[src/logic/keccak_pkg.sv]
package keccak_pkg;

    // Word and rate sizes fixed by FIPS 202
    localparam int w             = 64;
    localparam int w_byte_width  = 3;
    localparam int rate_shake128 = 1344;
    localparam int rate_shake256 = 1088;

    // Words per rate block
    localparam int depth_shake128 = rate_shake128 / w;
    localparam int depth_shake256 = rate_shake256 / w;

    // APB register map, byte addresses of 64-bit words
    localparam logic [7:0] addr_header = 8'd0;
    localparam logic [7:0] addr_data   = 8'd8;
    localparam logic [7:0] addr_status = 8'd16;

    // Unlisted mode codes fall back to SHAKE128
    typedef enum logic [1:0] {
        shake128_mode = 2'b00,
        shake256_mode = 2'b01
    } op_mode_e;

    typedef enum logic [1:0] {
        idle = 2'b00,
        load = 2'b01,
        pad  = 2'b10,
        hold = 2'b11
    } load_state_e;

    // Header word fields, bit 60 of the APB word is unused
    typedef struct packed {
        op_mode_e    mode;
        logic [27:0] output_size;
        logic [31:0] input_size;
    } header_t;

    // Controller strobes into the datapath
    typedef struct packed {
        logic header_en;
        logic word_en;
        logic pad_en;
        logic block_clear;
    } load_ctrl_t;

    // Datapath flags back to the controller
    typedef struct packed {
        logic size_reached;
        logic buffer_full;
        logic last_word_in_block;
        logic last_block;
    } load_status_t;

    // Downstream block, SHAKE256 leaves the top 256 bits zero
    typedef struct packed {
        logic [rate_shake128-1:0] data;
        logic                     last;
        op_mode_e                 mode;
        logic [31:0]              output_size;
    } block_t;

endpackage
[src/logic/shake_loader.sv]
`timescale 1ns/1ns

module shake_loader
    import keccak_pkg::*;
(
    input  logic         clk,
    input  logic         rst_n,
    input  logic         psel,
    input  logic         penable,
    input  logic         pwrite,
    input  logic [7:0]   paddr,
    input  logic [w-1:0] pwdata,
    output logic [w-1:0] prdata,
    output logic         pready,
    output logic         pslverr,
    output logic         block_valid,
    input  logic         block_ready,
    output block_t       block
);

    logic                     write_header;
    logic                     write_data;
    logic                     block_taken;
    load_ctrl_t               ctrl;
    load_status_t             status;
    load_state_e              state;
    logic [rate_shake128-1:0] block_data;
    header_t                  header;
    logic [31:0]              remaining_bits;

    // Sequencing of header, words, pad and hand-off
    load_controller controller_inst (
        .clk          (clk),
        .rst_n        (rst_n),
        .write_header (write_header),
        .write_data   (write_data),
        .block_taken  (block_taken),
        .status       (status),
        .ctrl         (ctrl),
        .state        (state)
    );

    // APB write data feeds the datapath directly
    load_datapath datapath_inst (
        .clk            (clk),
        .rst_n          (rst_n),
        .ctrl           (ctrl),
        .data_in        (pwdata),
        .status         (status),
        .block_data     (block_data),
        .header         (header),
        .remaining_bits (remaining_bits)
    );

    block_issuer issuer_inst (
        .clk            (clk),
        .rst_n          (rst_n),
        .psel           (psel),
        .penable        (penable),
        .pwrite         (pwrite),
        .paddr          (paddr),
        .pwdata         (pwdata),
        .prdata         (prdata),
        .pready         (pready),
        .pslverr        (pslverr),
        .state          (state),
        .status         (status),
        .block_data     (block_data),
        .header         (header),
        .remaining_bits (remaining_bits),
        .write_header   (write_header),
        .write_data     (write_data),
        .block_taken    (block_taken),
        .block_valid    (block_valid),
        .block_ready    (block_ready),
        .block          (block)
    );

endmodule

[src/logic/block_issuer.sv]
`timescale 1ns/1ns

module block_issuer
    import keccak_pkg::*;
(
    input  logic                     clk,
    input  logic                     rst_n,
    input  logic                     psel,
    input  logic                     penable,
    input  logic                     pwrite,
    input  logic [7:0]               paddr,
    input  logic [w-1:0]             pwdata,
    output logic [w-1:0]             prdata,
    output logic                     pready,
    output logic                     pslverr,
    input  load_state_e              state,
    input  load_status_t             status,
    input  logic [rate_shake128-1:0] block_data,
    input  header_t                  header,
    input  logic [31:0]              remaining_bits,
    output logic                     write_header,
    output logic                     write_data,
    output logic                     block_taken,
    output logic                     block_valid,
    input  logic                     block_ready,
    output block_t                   block
);

    logic       access;
    logic       data_wr;
    logic       status_rd;
    logic       data_wait;
    logic [7:0] block_count;

    // APB access phase decode
    assign access    = psel & penable;
    assign data_wr   = access & pwrite & (paddr == addr_data);
    assign status_rd = access & ~pwrite & (paddr == addr_status);

    // Host stalls on data while a block is held
    assign data_wait = data_wr & (state == hold);
    assign pready    = ~data_wait;

    // Header only between messages, data only while words are due
    assign write_header = access & pwrite & (paddr == addr_header) & (state == idle);
    assign write_data   = data_wr & (state == load) & ~status.size_reached;

    // Anything completed that is neither a legal write nor a status read
    assign pslverr = access & pready & ~(write_header | write_data | status_rd);

    // Status word: busy, block count, remaining bits
    assign prdata = status_rd ?
                    {remaining_bits, 16'h0000, block_count, 7'h00, state != idle} : '0;

    assign block_valid = (state == hold);
    assign block_taken = block_valid & block_ready;

    // Contents are frozen in hold, so the block stays stable
    always_comb begin
        block.data        = block_data;
        block.last        = status.last_block;
        block.mode        = header.mode;
        block.output_size = {4'h0, header.output_size};
    end

    always_ff @(posedge clk or negedge rst_n) begin
        if (!rst_n) begin
            block_count <= '0;
        end else if (write_header) begin
            block_count <= '0;
        end else if (block_taken) begin
            block_count <= block_count + 8'd1;
        end
    end

endmodule

[src/logic/load_controller.sv]
`timescale 1ns/1ns

module load_controller
    import keccak_pkg::*;
(
    input  logic         clk,
    input  logic         rst_n,
    input  logic         write_header,
    input  logic         write_data,
    input  logic         block_taken,
    input  load_status_t status,
    output load_ctrl_t   ctrl,
    output load_state_e  state
);

    load_state_e next_state;

    always_ff @(posedge clk or negedge rst_n) begin
        if (!rst_n) begin
            state <= idle;
        end else begin
            state <= next_state;
        end
    end

    always_comb begin
        next_state = state;
        ctrl       = '0;
        case (state)
            idle: begin
                // New message, buffer starts empty
                if (write_header) begin
                    ctrl.header_en   = 1'b1;
                    ctrl.block_clear = 1'b1;
                    next_state       = load;
                end
            end

            load: begin
                if (status.buffer_full) begin
                    next_state = hold;
                end else if (status.size_reached) begin
                    // Also covers a zero-length message
                    next_state = pad;
                end else if (write_data) begin
                    ctrl.word_en = 1'b1;
                    // Go straight to hold so valid rises next cycle
                    if (status.last_word_in_block) begin
                        next_state = hold;
                    end
                end
            end

            pad: begin
                if (status.buffer_full) begin
                    next_state = hold;
                end else begin
                    // One pad word per cycle until the block is full
                    ctrl.pad_en = 1'b1;
                    if (status.last_word_in_block) begin
                        next_state = hold;
                    end
                end
            end

            hold: begin
                if (block_taken) begin
                    ctrl.block_clear = 1'b1;
                    if (status.last_block) begin
                        next_state = idle;
                    end else if (status.size_reached) begin
                        // Message ended on a block boundary
                        next_state = pad;
                    end else begin
                        next_state = load;
                    end
                end
            end

            default: begin
                next_state = idle;
            end
        endcase
    end

endmodule

[src/logic/load_datapath.sv]
`timescale 1ns/1ns

module load_datapath
    import keccak_pkg::*;
(
    input  logic                     clk,
    input  logic                     rst_n,
    input  load_ctrl_t               ctrl,
    input  logic [w-1:0]             data_in,
    output load_status_t             status,
    output logic [rate_shake128-1:0] block_data,
    output header_t                  header,
    output logic [31:0]              remaining_bits
);

    logic [4:0]                        word_idx;
    logic [4:0]                        depth;
    logic                              word_write;
    logic                              pad_active;
    logic                              last_word_in_block;
    logic                              last_block;
    logic [w_byte_width-1:0]           remaining_valid_bytes;
    logic [w-1:0]                      padded_word;
    logic [w-1:0]                      swapped_word;
    logic [depth_shake128-1:0][w-1:0]  buffer;

    // Header fields taken apart from the APB word
    always_ff @(posedge clk or negedge rst_n) begin
        if (!rst_n) begin
            header <= '0;
        end else if (ctrl.header_en) begin
            header.mode        <= op_mode_e'(data_in[62:61]);
            header.output_size <= data_in[59:32];
            header.input_size  <= data_in[31:0];
        end
    end

    // Remaining input bits, one word per write, floor at zero
    always_ff @(posedge clk or negedge rst_n) begin
        if (!rst_n) begin
            remaining_bits <= '0;
        end else if (ctrl.header_en) begin
            remaining_bits <= data_in[31:0];
        end else if (ctrl.word_en) begin
            if (remaining_bits > 32'd64) begin
                remaining_bits <= remaining_bits - 32'd64;
            end else begin
                remaining_bits <= '0;
            end
        end
    end

    // Rate block depth from the mode
    always_comb begin
        case (header.mode)
            shake256_mode: depth = 5'(depth_shake256);
            default:       depth = 5'(depth_shake128);
        endcase
    end

    assign word_write         = ctrl.word_en | ctrl.pad_en;
    assign last_word_in_block = (word_idx == depth - 5'd1);

    // Message ends inside this word, or already ended
    assign pad_active            = word_write & (remaining_bits < 32'd64);
    assign remaining_valid_bytes = remaining_bits[5:3];

    padding_generator padding_gen (
        .clk                   (clk),
        .rst_n                 (rst_n),
        .data_in               (data_in),
        .remaining_valid_bytes (remaining_valid_bytes),
        .pad_active            (pad_active),
        .last_word_in_block    (last_word_in_block),
        .padding_reset         (ctrl.header_en),
        .last_block            (last_block),
        .data_out              (padded_word)
    );

    // Little-endian lanes, byte k of the word to bits 8k+7:8k
    always_comb begin
        for (int k = 0; k < w/8; k++) begin
            swapped_word[8*k +: 8] = padded_word[w-1-8*k -: 8];
        end
    end

    always_ff @(posedge clk or negedge rst_n) begin
        if (!rst_n) begin
            word_idx <= '0;
        end else if (ctrl.block_clear) begin
            word_idx <= '0;
        end else if (word_write) begin
            word_idx <= word_idx + 5'd1;
        end
    end

    // Clearing keeps the unused SHAKE256 slots at zero
    always_ff @(posedge clk) begin
        if (ctrl.block_clear) begin
            buffer <= '0;
        end else if (word_write) begin
            buffer[word_idx] <= swapped_word;
        end
    end

    assign block_data = buffer;

    always_comb begin
        status.size_reached       = (remaining_bits == '0);
        status.buffer_full        = (word_idx == depth);
        status.last_word_in_block = last_word_in_block;
        status.last_block         = last_block;
    end

endmodule

[src/logic/padding_generator.sv]
`timescale 1ns/1ns

module padding_generator
    import keccak_pkg::*;
(
    input  logic                    clk,
    input  logic                    rst_n,
    input  logic [w-1:0]            data_in,
    input  logic [w_byte_width-1:0] remaining_valid_bytes,
    input  logic                    pad_active,
    input  logic                    last_word_in_block,
    input  logic                    padding_reset,
    output logic                    last_block,
    output logic [w-1:0]            data_out
);

    // Set once the 0x1F domain byte has gone into the buffer
    logic         pad_started;
    logic [5:0]   shift_bits;
    logic [w-1:0] keep_mask;
    logic [w-1:0] domain_word;

    // Byte count to bit shift
    assign shift_bits = {remaining_valid_bytes, 3'b000};

    // Leading bytes are message, first byte sits in bits 63:56
    assign keep_mask = ~({w{1'b1}} >> shift_bits);

    // Domain byte lands right after the last valid byte
    assign domain_word = {8'h1f, {(w-8){1'b0}}} >> shift_bits;

    always_comb begin
        // Full message word passes untouched
        data_out = data_in;
        if (pad_active) begin
            if (pad_started) begin
                // Pure pad word after the domain byte
                data_out = '0;
            end else begin
                data_out = (data_in & keep_mask) | domain_word;
            end
            // Final byte of the rate block, 0x9F when it meets 0x1F
            if (last_word_in_block) begin
                data_out[7:0] = data_out[7:0] | 8'h80;
            end
        end
    end

    always_ff @(posedge clk or negedge rst_n) begin
        if (!rst_n) begin
            pad_started <= 1'b0;
        end else if (padding_reset) begin
            pad_started <= 1'b0;
        end else if (pad_active) begin
            pad_started <= 1'b1;
        end
    end

    // Domain byte only ever sits in the final block
    assign last_block = pad_started;

endmodule

[config.mk]
export PLATFORM = sky130hd
export DESIGN_NAME = shake_loader
export DESIGN_NICKNAME = d
export VERILOG_FILES = /design/src/logic/keccak_pkg.sv /design/src/logic/shake_loader.sv /design/src/logic/block_issuer.sv /design/src/logic/load_controller.sv /design/src/logic/load_datapath.sv /design/src/logic/padding_generator.sv
export SDC_FILE = /design/constraint.sdc
export NUM_CORES = 2
export LEC_CHECK = 0
export BUFFER_PORTS_ARGS = -buffer_cell sky130_fd_sc_hd__buf_2
export CORE_AREA = 2 2 587 589
export DETAILED_ROUTE_END_ITERATION = 6
export DIE_AREA = 0 0 589 591
export SETUP_SLACK_MARGIN = 0.2
export SLEW_MARGIN = 20
export SYNTH_ARGS = -nofsm -noshare
export SYNTH_HDL_FRONTEND = slang
export SYNTH_HIERARCHICAL = 1
export SYNTH_SLANG_ARGS = --single-unit
[constraint.sdc]
create_clock -name clk -period 8.35 [get_ports clk]
set_clock_uncertainty 0.05 [all_clocks]
set_input_delay 0 -clock clk [delete_from_list [all_inputs] [get_ports clk]]
set_output_delay 0 -clock clk [all_outputs]
set_load 0.005 [all_outputs]
### Yosys cells after proc, flatten, opt, wreduce, memory -nomap -nowiden

Index checks and enable logic that the tools add are counted.

| operators by class | value |
|---|---|
| add/sub/neg operators | 4 |
| bitwise gates (word level) | 24 |
| shift operators | 2 |
| order comparisons | 4 |
| mux-type cells | 37 |
| equal/unequal tests | 11 |
| reductions and logical operators | 10 |

Operator list:

| operator | count |
|---|---|
| 1344-bit bitwise mux | 1 |
| 64-bit demux with 5-bit select | 1 |
| 64-bit 2-to-1 mux | 4 |
| 32-bit 2-to-1 mux | 3 |
| 64-bit bitwise AND | 1 |
| 64-bit NOT | 1 |
| 64-bit bitwise OR | 1 |
| 61-bit by 6-bit >> shifter with 64-bit output (first input constant) | 1 |
| 64-bit by 6-bit >> shifter with 64-bit output (first input constant) | 1 |
| 32-bit by 7-bit greater-than comparator with 1-bit output (second input constant) | 1 |
| 32-bit zero test | 1 |
| 32-bit by 7-bit less-than comparator with 1-bit output (second input constant) | 1 |
| 32-bit by 7-bit subtractor with 32-bit output (second input constant) | 1 |
| 8-bit 2-to-1 mux | 3 |
| 2-bit 2-to-1 mux | 9 |
| 1-bit bitwise AND | 14 |
| 1-bit 2-to-1 mux | 11 |
| 5-bit equality test | 2 |
| 5-bit 2-to-1 mux | 2 |
| 2-bit nonzero test | 5 |
| 8-bit by 1-bit adder with 8-bit output (second input constant) | 1 |
| 8-bit by 4-bit equality test with 1-bit output (second input constant) | 1 |
| 8-bit by 5-bit equality test with 1-bit output (second input constant) | 1 |
| 8-bit zero test | 1 |
| other kinds (17) | 24 |

| word-level totals | value |
|---|---|
| logic and storage cells | 120 |
| output and inout port bits | 1446 |
| register bits | 1422 |

### Longest topological paths before layout

| depth | value |
|---|---|
| word-level depth | 13 |
| gate-level depth with buffers | 18 |
| gate-level depth less buffers | 14 |

### Hierarchy

The synthesis kept the hierarchy.

By module, submodules not included:

| module | times used | sequential area each (sq um) | cells an instance | area each (sq um) |
|---|---|---|---|---|
| load_datapath | 1 | 29383.2 | 6389 | 50712.4 |
| block_issuer | 1 | 200.2 | 1503 | 11354.6 |
| padding_generator | 1 | 25.0 | 133 | 872.1 |
| load_controller | 1 | 50.0 | 31 | 295.3 |

### Worst setup path after synthesis

No wires, ideal clock.

| timing | value |
|---|---|
| path type | reg2reg |
| start point | reg datapath_inst.remaining_bits[28] |
| end point | reg datapath_inst.buffer (netlist bit datapath_inst/block_data[1160]) |
| path slack | 4.193 ns |
| stages on the path, launching flop included | 18 |
| period minus slack after synthesis | 4.157 ns |
| required time | 8.168 ns |
| setup time | 0.132 ns |
| data arrival time | 3.974 ns |
| path through | dfrtp_1 or4_4 nor4_4 nand3_1 nor2_1 nor3_1 nand2_1 nor3_1 clkbuf_1 nor2_1 nor2_1 buf_2 and4bb_2 a21oi_1 o2bb2ai_1 clkbuf_1 nand2_1 a21oi_1 |

RTL lines:

| element | line | source |
|---|---|---|
| start, declared | load_datapath.sv:13 | `output logic [31:0] remaining_bits` |
| start signal, assigned | load_datapath.sv:43 | `remaining_bits <= data_in[31:0];` |
| start signal, assigned | load_datapath.sv:46 | `remaining_bits <= remaining_bits - 32'd64;` |
| end signal, assigned by index | load_datapath.sv:102 | `buffer[word_idx] <= swapped_word;` |
| end, declared | load_datapath.sv:25 | `logic [depth_shake128-1:0][w-1:0] buffer;` |

==> impl_metrics.py <==
metrics = {
    "floorplanning": {
        "floorplan.initialDensity_pct": 18.17,
        "placement_rows": 215,
        "die-width_um": 589,
        "die_area_um2": 348100,
        "ios": 1524,
        "core-area_um2": 341900,
        "die_y_um": 591,
    },
    "hold_path": {
        "worstHoldPathCells": 3,
        "hp-class": "in2reg",
        "worstHoldEndpoint": "datapath_inst/header[52]",
        "min_from": "pwdata[52]",
    },
    "synthesis": {
        "synth_cells": 7971,
        "synth_area_um2": 62120,
        "syn_area_per_cell_um2": 7.793,
        "yosys_warnings": 6,
    },
    "sta": {
        "finalSetupTns_ns": 0,
        "finalWorstSetupSlack_ns": 1.864,
        "slew-limit-headroom_pct": 18.95,
        "slew_viol_final": 0,
        "final-setup-viol-count": 0,
        "worstMarginPinSlew_ns": 1.216,
        "final_hold_viol_count": 0,
        "period_share_pct": 77.67,
        "grt_setup_unrepaired": "false",
        "fmax_ghz": 0.1542,
        "finalCriticalPeriod_ns": 6.486,
    },
    "power_and_ir_drop": {
        "pwr-share-seq_pct": 45.3,
        "swShare_pct": 24.53,
        "p_per_area_nw_per_um2": 208.7,
        "clock_power_share_pct": 51.2,
        "p_leak_nw": 30.17,
        "comb_power_share_pct": 3.6,
        "p_int_w": 0.01134,
        "ir_drop_uv": 172.7,
        "switchingPower_w": 0.003687,
    },
    "clock_tree": {
        "cts_tree": "done",
        "postCtsSetupBuffers": 0,
        "clock_path_buffers": 4,
        "cts_sinks": 1422,
        "clock-root-buffer": "clkbuf_16",
        "clk_latency_ns": 0.84,
        "path_clk_slew_ns": 0.07,
        "htreeDepth": 4,
        "cts_buffers": 169,
    },
    "place": {
        "dp_hpwl_um": 215500,
        "port-buffer-count": 1496,
        "place_ws_ns": 2.131,
        "gp_congestion": 0.8728,
    },
    "global_route": {
        "grt_use_met3_pct": 4.498,
        "grt_max_degree": 185,
        "grt-ovfl-total": 0,
        "antenna_found_initial": 68,
        "grt_pass1_vias": 48149,
        "grtUsageMet1_pct": 20.45,
        "grt_usage_pct": 16.86,
        "grt-busiest-layer": "met2",
        "met2_usage_pct": 26.32,
        "grt_pass1_wl_um": 409600,
    },
    "route": {
        "vias_per_cell": 4.203,
        "postRouteAntennaNets": 0,
        "first_pass_iters": 5,
        "drt-initial-drc-count": 5602,
        "wire_per_inst_um": 24.54,
        "via_count": 53394,
        "drc": 3,
        "drt-total-wl_um": 311800,
    },
    "final_layout": {
        "syn2layout_area_growth_pct": 15.95,
        "drive_gt1_share_pct": 25.84,
        "final_cell_mix": "nand2_1, buf_2, a21oi_1",
        "fillers": 38076,
        "final_common_cell": "nand2_1",
        "layout.nets": 8063,
    },
    "outcome": {
        "status": "complete, but fails checks",
        "violations": "DRC",
    },
    "job": {
        "timing.max_cap.violations": 0,
    },
    "setup_path": {
        "reg2reg_from": "datapath_inst/remaining_bits[8]",
        "worstPathMaxFanout": 23,
        "crit_path_start": "datapath_inst/remaining_bits[8]",
        "reg2regPathDepth": 15,
        "ff2ff_setup_slack_ns": 1.86,
        "crit_type": "reg2reg",
        "worstSetupStartpointType": "register",
        "timing.rr.end": "datapath_inst/block_data[1088]",
        "cp.arrival_ns": 7.17,
        "end_kind": "register",
        "cp_data_required_time_ns": 9.03,
    },
}
==> metrics by stage <==
step / utilization (%) / hold WS (ns) / instances / total power [W] / area [µm²]
after floorplan: - / -0.3456 / 7997 / 0.007089 / 62220
after global placement: 18.90 / 0.06101 / 12203 / 0.007433 / 64620
after detailed placement: 18.90 / 0.06623 / 12203 / 0.007434 / 64630
after CTS: 21.03 / 0.01517 / 12657 / 0.01520 / 71910
after global routing: 21.04 / 0.01273 / 12666 / 0.01545 / 71930
final: 21.07 / 0.08429 / 12705 / 0.01503 / 72030
==> power groups by stage <==
stage	clock network, W	registers [W]	logic, W
after floorplan	0	0.00695	0.000139
after global placement	0	0.00695	0.000482
after detailed placement	0	0.00695	0.000483
after CTS	0.00786	0.00680	0.000539
after global routing	0.00811	0.00680	0.000543
final	0.00769	0.00680	0.000538
==> metal layers <==
metal / routed length (µm) / share of wire [%] / up-vias
met5: 27 / 0.0087 / -
met3: 30460 / 9.8 / 706
met4: 21920 / 7.0 / 4
met2: 137600 / 44 / 3236
li1: - / - / 24009
met1: 121800 / 39 / 25439
==> registers in the layout (all words and copies together), names as in the netlist <==
register                              flops
datapath_inst/block_data               1344
datapath_inst/remaining_bits             32
datapath_inst/header                     30
issuer_inst/block_count                   8
datapath_inst/word_idx                    5
controller_inst/state                     2
datapath_inst/padding_gen/last_block      1
==> how the worst max path moves through the flow <==
| stage | to | slack [ns] | depth (start not counted) |
|---|---|---|---|
| 3_3_place_gp | datapath_inst/block_data[466] | 2.22 | 16 |
| 4_1_cts | datapath_inst/block_data[466] | 2.05 | 16 |
| 3_5_place_dp | datapath_inst/block_data[1298] | 2.13 | 16 |
| 6_report | datapath_inst/block_data[1088] | 1.86 | 15 |
| 5_1_grt | datapath_inst/block_data[386] | 1.65 | 15 |
| 2_1_floorplan | datapath_inst/block_data[1160] | 4.19 | 17 |
==> timing repair <==
| action | 4_1_cts | 5_1_grt |
|---|---|---|
| resized for setup | 0 | 0 |
| setup endpoints to repair | 0 | 0 |
| hold buffers | 156 | 0 |
| hold endpoints to repair | 992 | 0 |
==> final cells by class <==
cell class	instances	area [µm²]	share of cell area, %
clock buffer	240	4971	6.901
timing repair buffer	1790	10250	14.24
inverter	22	82.58	0.1146
tap	4557	5702	7.916
multi-input combinational	4568	21310	29.59
sequential	1422	28860	40.06
clock inverter	58	726.9	1.009
antenna	48	120.1	0.1668
==> critical path: stages (launching register included) <==
cell,delay (ns)
dfrtp_1,0.45
nor3_1,0.17
and4_1,0.39
nand3_1,0.25
nor2_1,0.22
nor3_1,0.45
nand2_1,0.12
nor3_2,0.85
nor2_1,0.09
buf_4,0.24
nor2_4,0.65
nor3b_2,0.70
and2b_1,0.43
o21a_2,0.98
nand2_1,0.10
a21oi_1,0.18
Note: power is estimated with default switching activity, not from simulation.
